===== config.mk =====
export PLATFORM = sky130hd
export DESIGN_NAME = vector_addsub_top
export DESIGN_NICKNAME = d
export VERILOG_FILES = /design/src/source/vector_pkg.sv /design/src/source/fp16_addnorm.sv /design/src/source/fp16_align.sv /design/src/source/result_fifo.sv /design/src/source/vaddsub.sv /design/src/source/vector_addsub_top.sv
export VERILOG_INCLUDE_DIRS = /design/src /design/src/source
export SDC_FILE = /design/constraint.sdc
export NUM_CORES = 1
export LEC_CHECK = 0
export BUFFER_PORTS_ARGS = -buffer_cell sky130_fd_sc_hd__clkbuf_2
export CORE_MARGIN = 2
export CORE_UTILIZATION = 40
export DETAILED_ROUTE_END_ITERATION = 7
export HOLD_SLACK_MARGIN = 0.15
export SLEW_MARGIN = 20
export SYNTH_ARGS = -nofsm -noshare
export SYNTH_HDL_FRONTEND = slang
export SYNTH_HIERARCHICAL = 1
export SYNTH_SLANG_ARGS = --single-unit

===== constraint.sdc =====
create_clock -name CLK -period 14.5 [get_ports CLK]
set_clock_uncertainty 0.05 [all_clocks]
set_input_delay 2.175 -clock CLK [delete_from_list [all_inputs] [get_ports CLK]]
set_output_delay 2.175 -clock CLK [all_outputs]
set_load 0.005 [all_outputs]

===== src/source/vector_config.svh =====
`ifndef VECTOR_CONFIG_SVH
`define VECTOR_CONFIG_SVH

// lanes per request vector
`define VEC_LANES 4

// result queue entries
`define VEC_FIFO_DEPTH 4

// producer credits after reset
// one credit per queue slot so the pipeline never has to stall
`define VEC_CREDITS `VEC_FIFO_DEPTH

// register stages in the add/sub pipeline
`define VEC_PIPE_STAGES 3

`endif


===== src/source/vector_pkg.sv =====
`include "vector_config.svh"

package vector_pkg;

    // half precision word
    typedef struct packed {
        logic       sign;  // 1 = negative
        logic [4:0] exp;   // biased exponent, 0 flushes to zero
        logic [9:0] frac;  // fraction without the hidden one
    } fp16_t;

    // vector opcode
    typedef enum logic {
        VOP_ADD = 1'b0,
        VOP_SUB = 1'b1
    } vop_e;

    // request from the producer
    typedef struct packed {
        vop_e                      op;  // same op on every lane
        fp16_t [`VEC_LANES-1:0]    a;   // first operand vector
        fp16_t [`VEC_LANES-1:0]    b;   // second operand vector
    } vreq_t;

    // result vector handed to the consumer
    typedef struct packed {
        fp16_t [`VEC_LANES-1:0] lane;
    } vres_t;

    // stage 1 per lane (after alignment)
    typedef struct packed {
        logic [4:0]  exp;        // larger exponent
        logic [10:0] sig_big;    // larger significand
        logic [10:0] sig_small;  // smaller significand shifted right
        logic        sign;       // sign of larger operand
        logic        eff_sub;    // signs differ so subtract magnitudes
        logic        zero;       // both inputs are zero
    } align_t;

    // stage 2 per lane (raw sum before normalization)
    typedef struct packed {
        logic [11:0] mag;   // bit 11 is the carry out
        logic [4:0]  exp;   // exponent before normalization
        logic        sign;  // result sign
    } sum_t;

    // per stage lane arrays
    typedef align_t [`VEC_LANES-1:0] align_vec_t;
    typedef sum_t   [`VEC_LANES-1:0] sum_vec_t;

endpackage


===== src/source/fp16_addnorm.sv =====
module fp16_addnorm (
    input  vector_pkg::align_t lane,      // stage 1 register side
    input  vector_pkg::sum_t   sum,       // stage 2 register side
    output vector_pkg::sum_t   sum_next,  // into the stage 2 register
    output vector_pkg::fp16_t  result     // into the stage 3 register
);

    logic [11:0]       mag;      // raw magnitude of the add half
    logic [3:0]        lz;       // leading zeros in mag[10:0]
    logic [10:0]       norm;     // left normalized significand
    logic [9:0]        frac;     // packed fraction
    logic signed [6:0] exp_ext;  // exponent with room for over and under

    // add half
    always_comb begin
        if (lane.eff_sub) begin
            mag = {1'b0, lane.sig_big} - {1'b0, lane.sig_small};  // big >= small
        end else begin
            mag = {1'b0, lane.sig_big} + {1'b0, lane.sig_small};  // may carry
        end

        if (lane.zero || (mag == 12'd0)) begin
            sum_next.mag  = 12'd0;  // cancellation gives +0
            sum_next.exp  = 5'd0;
            sum_next.sign = 1'b0;
        end else begin
            sum_next.mag  = mag;
            sum_next.exp  = lane.exp;
            sum_next.sign = lane.sign;
        end
    end

    // leading zero count
    always_comb begin
        lz = 4'd0;
        for (int i = 0; i < 11; i++) begin
            if (sum.mag[i]) begin
                lz = 4'(10 - i);  // highest set bit wins
            end
        end
    end

    // normalize half
    always_comb begin
        norm = sum.mag[10:0] << lz;

        if (sum.mag[11]) begin
            exp_ext = $signed({2'b00, sum.exp}) + 7'sd1;  // carry moves point left
            frac    = sum.mag[10:1];                      // lsb is truncated
        end else begin
            exp_ext = $signed({2'b00, sum.exp}) - $signed({3'b000, lz});
            frac    = norm[9:0];
        end

        if ((sum.mag == 12'd0) || (exp_ext < 7'sd1)) begin
            result = {sum.sign, 15'd0};  // signed zero on underflow
        end else if (exp_ext > 7'sd30) begin
            result = {sum.sign, 5'h1f, 10'd0};  // signed infinity
        end else begin
            result = {sum.sign, exp_ext[4:0], frac};
        end
    end

endmodule


===== src/source/fp16_align.sv =====
module fp16_align (
    input  vector_pkg::vop_e   op,
    input  vector_pkg::fp16_t  a,
    input  vector_pkg::fp16_t  b,
    output vector_pkg::align_t lane
);

    logic        sign_b;    // b sign after the opcode
    logic [10:0] sig_a;     // a with hidden one
    logic [10:0] sig_b;     // b with hidden one
    logic        a_big;     // a has the larger magnitude
    logic [4:0]  exp_diff;  // alignment distance
    logic [10:0] sig_lo;    // smaller significand before the shift

    assign sign_b = b.sign ^ (op == vector_pkg::VOP_SUB);  // a - b is a + (-b)

    // exponent 0 is read as zero so denormals vanish here
    assign sig_a = (a.exp == 5'd0) ? 11'd0 : {1'b1, a.frac};
    assign sig_b = (b.exp == 5'd0) ? 11'd0 : {1'b1, b.frac};

    // order by exponent first then by significand
    assign a_big = (a.exp > b.exp) || ((a.exp == b.exp) && (sig_a >= sig_b));

    always_comb begin
        if (a_big) begin
            lane.exp     = a.exp;
            lane.sig_big = sig_a;
            lane.sign    = a.sign;
            sig_lo       = sig_b;
            exp_diff     = a.exp - b.exp;  // never negative here
        end else begin
            lane.exp     = b.exp;
            lane.sig_big = sig_b;
            lane.sign    = sign_b;  // b carries the flipped sign
            sig_lo       = sig_a;
            exp_diff     = b.exp - a.exp;
        end

        // shift drops bits off the right end with no guard or sticky
        if (exp_diff >= 5'd11) begin
            lane.sig_small = 11'd0;  // whole significand shifted out
        end else begin
            lane.sig_small = sig_lo >> exp_diff;
        end

        lane.eff_sub = a.sign ^ sign_b;                     // opposite signs
        lane.zero    = (a.exp == 5'd0) && (b.exp == 5'd0);  // 0 op 0
    end

endmodule


===== src/source/result_fifo.sv =====
`include "vector_config.svh"

module result_fifo (
    input  logic              CLK,
    input  logic              rst,
    input  logic              push,
    input  vector_pkg::vres_t push_data,
    output logic              res_valid,
    output vector_pkg::vres_t res,
    input  logic              res_ready,
    output logic              req_credit
);

    localparam int DEPTH = `VEC_FIFO_DEPTH;
    localparam int PTR_W = (DEPTH > 1) ? $clog2(DEPTH) : 1;
    localparam int CNT_W = $clog2(DEPTH + 1);

    vector_pkg::vres_t mem [DEPTH];  // circular buffer
    logic [PTR_W-1:0]  wr_ptr;       // next slot to fill
    logic [PTR_W-1:0]  rd_ptr;       // oldest entry
    logic [CNT_W-1:0]  count;        // entries held
    logic              pop;
    logic              wr_en;

    assign res_valid = (count != '0);          // head is visible as soon as stored
    assign res       = mem[rd_ptr];
    assign pop       = res_valid && res_ready;  // consumer handshake
    assign wr_en     = push && (count != CNT_W'(DEPTH));  // credits keep this true

    always_ff @(posedge CLK) begin
        if (rst) begin
            wr_ptr     <= '0;
            rd_ptr     <= '0;
            count      <= '0;
            req_credit <= 1'b0;
        end else begin
            if (wr_en) begin
                wr_ptr <= (wr_ptr == PTR_W'(DEPTH - 1)) ? '0 : wr_ptr + 1'b1;
            end
            if (pop) begin
                rd_ptr <= (rd_ptr == PTR_W'(DEPTH - 1)) ? '0 : rd_ptr + 1'b1;
            end
            count      <= count + CNT_W'(wr_en) - CNT_W'(pop);
            req_credit <= pop;  // one pulse per freed slot
        end
    end

    // storage
    always_ff @(posedge CLK) begin
        if (wr_en) begin
            mem[wr_ptr] <= push_data;
        end
    end

endmodule


===== src/source/vaddsub.sv =====
`include "vector_config.svh"

// `VEC_PIPE_STAGES register stages, align then add then normalize
module vaddsub (
    input  logic              CLK,
    input  logic              rst,
    input  logic              in_valid,
    input  vector_pkg::vreq_t in_req,
    output logic              out_valid,
    output vector_pkg::vres_t out
);

    vector_pkg::align_vec_t align_c;  // aligned lanes from the request
    vector_pkg::align_vec_t s1_lane;  // stage 1 register
    logic                   s1_valid;

    vector_pkg::sum_vec_t   sum_c;    // raw sums from stage 1
    vector_pkg::sum_vec_t   s2_sum;   // stage 2 register
    logic                   s2_valid;

    vector_pkg::fp16_t [`VEC_LANES-1:0] res_c;  // packed lanes from stage 2

    // one align and one add/normalize slice per lane
    for (genvar l = 0; l < `VEC_LANES; l++) begin : g_lane
        fp16_align u_align (
            .op   (in_req.op),
            .a    (in_req.a[l]),
            .b    (in_req.b[l]),
            .lane (align_c[l])
        );

        // add half reads stage 1, normalize half reads stage 2
        fp16_addnorm u_addnorm (
            .lane     (s1_lane[l]),
            .sum      (s2_sum[l]),
            .sum_next (sum_c[l]),
            .result   (res_c[l])
        );
    end

    // valid chain
    always_ff @(posedge CLK) begin
        if (rst) begin
            s1_valid  <= 1'b0;
            s2_valid  <= 1'b0;
            out_valid <= 1'b0;
        end else begin
            s1_valid  <= in_valid;
            s2_valid  <= s1_valid;
            out_valid <= s2_valid;  // push into the result queue
        end
    end

    // payload only moves with its valid bit
    always_ff @(posedge CLK) begin
        if (in_valid) begin
            s1_lane <= align_c;
        end
        if (s1_valid) begin
            s2_sum <= sum_c;
        end
        if (s2_valid) begin
            out.lane <= res_c;
        end
    end

endmodule


===== src/source/vector_addsub_top.sv =====
// fp16 vector add/sub with credit input and valid/ready output
module vector_addsub_top (
    input  logic              CLK,
    input  logic              rst,
    input  logic              req_valid,   // producer holds a credit
    input  vector_pkg::vreq_t req,
    output logic              req_credit,  // one credit back per pulse
    output logic              res_valid,
    output vector_pkg::vres_t res,
    input  logic              res_ready    // consumer back-pressure
);

    logic              pipe_valid;  // pipeline result strobe
    vector_pkg::vres_t pipe_res;    // pipeline result vector

    // three stage datapath, never stalls
    vaddsub u_vaddsub (
        .CLK       (CLK),
        .rst       (rst),
        .in_valid  (req_valid),
        .in_req    (req),
        .out_valid (pipe_valid),
        .out       (pipe_res)
    );

    // results wait here for the consumer
    // queue depth matches the credit pool so a push always finds room
    result_fifo u_result_fifo (
        .CLK        (CLK),
        .rst        (rst),
        .push       (pipe_valid),
        .push_data  (pipe_res),
        .res_valid  (res_valid),
        .res        (res),
        .res_ready  (res_ready),
        .req_credit (req_credit)
    );

endmodule


==> out/results.txt <==
Status - complete, no violations
Vias in the first global route - 21173
Largest net degree at the start of global routing - 74
Max cap viols - 0
Post_cts resized - 0
Pwr/cell area - 139 nW/um^2
Proportion of layout cells with a drive suffix above 1 - 0.175
Die Wd - 284 um
Setup Viol. Count Final - 0
Area share of fa/ha/maj cells after synthesis - 0.0712
Post-synth top cells - 512 x edfxtp_1, 233 x nand2_1, 204 x nor2_1
Setup CP Type - in -> reg
Fin crit share - 0.487
Synth area leader - edfxtp_1
Worst path required time - 14.87 ns
Power Total - 4.87 mW
TritonCTS buffer count - 55
CTS Root Cell - clkbuf_16
All-layer global routing usage - 0.173
1st-iter DRT viols - 1326
N_diodes - 0
Syn Std Cell Area - 31300 sq um
Synth Area in Simple Gates - 0.113
Via/cell ratio - 5.45
Most frequent cell after synthesis - edfxtp_1
Synth top area share - 0.491
RSZ-0062 raised after global routing - no
Synth Area in Compound Gates - 0.136
Sequential fraction of the synthesis area - 0.499
Critical Path AT - 7.43 ns
Worst-path maximum fanout - 38
Drt first pass iters - 5
Fillers - 7101
Leakage - 13.1 nW
Xor and xnor area share after synthesis - 0.0336
CP startpoint kind - primary input
Crit-path max cell delay - 0.54 ns
CORE AREA - 77500 sq um
IO Pins - 199
Routed wire per std cell - 18.2 um
Initial antenna violation count - 0
Synth Instances - 2661
Initial Utilization - 0.404
Async set or reset register ratio after synthesis - 0
Min Clock Period, post-route - 7.07 ns
Worst slew margin - 0.281
DRC viols - 0
Skew-Pair Late Insertion Delay - 0.61 ns
H-tree Lvls - 2
Total wire length - 70800 um
Nature of the critical path endpoint - flip-flop
Hold WS - 0.376 ns
Fmax - 0.142 GHz
Synthesis-to-layout area growth - 11.5%
CTS sink count - 525
Crit path cell chain - clkbuf_2 -> or4_1 -> nand2b_1 -> nand2_1 -> inv_1 -> ha_1 -> nand2b_1 -> a2111oi_0 -> o21ai_0 -> a2111oi_4 -> or2_1 -> buf_4 -> mux2i_1 -> xor2_1 -> nand2b_1 -> a211oi_1
Final Core Density - 0.451
Clk buf depth - 3
HP Class - reg -> reg
Global-route wire length before repair - 113000 um
Worst slew pin tran - 1.08 ns
Crit-path most repeated cell - nand2b_1
Mux share of post-synthesis cell area - 0.0997
Via Count - 21238
Setup TNS - 0 ns
Die area - 80600 sq um
Num rows - 102
Critical path's slowest cell - a2111oi_0
DP HPWL - 51700 um
Post-CTS Setup Bufs - 0
Clock transition at path regs - 0.06 ns
YS warnings - 6
Ys flop type - edfxtp_1
Final Hold Fails - 0
CTS tree - yes
Slew Viols, Final - 0
Final Wtd Congestion - 0.882
IO buf count - 198
Yosys reg bits - 525
Number of flops mapped to enable cells by yosys - 512
Die H - 284 um
Syn_area_per_cell - 11.8 sq um
Gr ovfl total - 0
Max VDD drop - 0.0883 mV
Post-route ant nets - 0
CTS Hold Buffers Added - 0
Cell variety after synth - 93
Largest family of logic cells by synthesized area - compound AO/OA/AOI/OAI gates
Syn_nets - 2962
NumNets Final - 3113
Top cells by area, synth - edfxtp_1 49%, mux4_2 6.6%, ha_1 6.0%
==> stage by stage <==
step | cells | instance area (sq um) | setup slack (ns)
6_report | 3899 | 34900 | 7.43
5_1_grt | 3899 | 34900 | 6.98
4_1_cts | 3898 | 34900 | 7.47
3_5_place_dp | 3794 | 33000 | 6.82
3_3_place_gp | 3794 | 33000 | 6.93
2_1_floorplan | 2661 | 31300 | 8.24
==> critical path, delay by kind of cell <==
kind | cells | cell delay [ns]
simple gates | 6 | 2.07
xor+xnor | 1 | 0.36
buf+inv | 3 | 0.66
mux | 1 | 0.36
fa+ha+maj | 1 | 0.27
compound gates | 4 | 1.52
==> state kept, by name, summed over array words and instances, names as in the netlist, named ones only <==
| register | flops |
|---|---|
| u_vaddsub/s2_sum | 72 |
| u_vaddsub/s1_valid | 1 |
| u_result_fifo/req_credit | 1 |
| u_vaddsub/s2_valid | 1 |
| u_result_fifo/mem | 256 |
| u_result_fifo/rd_ptr | 2 |
| u_vaddsub/s1_lane | 120 |
| u_result_fifo/wr_ptr | 2 |
| u_vaddsub/out_valid | 1 |
| u_result_fifo/count | 3 |
| u_vaddsub/out | 64 |
==> cells by family after synthesis <==
logic type                 count (synthesis)
and+or+nand+nor                          740
AOI/OAI and AO/OA                        611
DFF                                      525
buffers and inverters                    323
muxes                                    179
adders and majority gates                168
xor gates and xnor gates                 115
==> per-layer routing <==
layer	vias to the layer above	track usage	wire length, um
li1	10338	-	-
met1	10331	0.235	32300
met4	0	0.0438	1540
met5	-	0	0
met2	480	0.292	34100
met3	89	0.0255	2930
==> cells in the final DEF, fill, tap and decap left out, types with 15 or more instances in the layout <==
master	count
a211oi_1	33
mux4_2	92
edfxtp_1	512
a311oi_1	29
nand4_1	16
a21oi_1	160
o21a_1	26
ha_1	151
o21ai_0	135
nor4_1	24
nor3_1	57
nor2b_1	27
xor2_1	28
inv_1	199
clkbuf_2	197
nand2_1	233
and3_1	16
o31ai_1	16
mux2i_1	64
o211ai_1	15
nand2b_1	34
fa_1	17
clkbuf_16	56
nand3_1	41
xnor2_1	79
nor2_1	204
==> final timing paths <==
check / from / cells after the start / to / slack [ns]
worst max register to register: u_vaddsub/s2_sum[47] / 12 / u_vaddsub/out[34] / 10.42
worst max-delay path: req[43] / 16 / u_vaddsub/s1_lane[69] / 7.43
worst min-delay path: u_vaddsub/s2_sum[54] / 0 / u_vaddsub/out[63] / 0.38
worst min register to register: u_vaddsub/s2_sum[54] / 0 / u_vaddsub/out[63] / 0.38
==> power breakdown <==
group          internal (mW)  leakage [nW]  switching, mW
Sequential              1.82          4.78          0.141
Combinational          0.642          7.40          0.835
Clock                  0.838         0.908          0.593
Total                   3.30          13.1           1.57
==> area by class of cell <==
type                    count  area (sq um)  share of cell area
repair buffers            210          1100              0.0316
multi-input cells        1813         14200               0.407
clock buffers              60          1420              0.0405
inverters                 207           777              0.0222
well taps                1040          1300              0.0373
flip-flops and latches    525         15700               0.448
clock inverters            44           450              0.0129
Power figures use the tool's default switching activity.
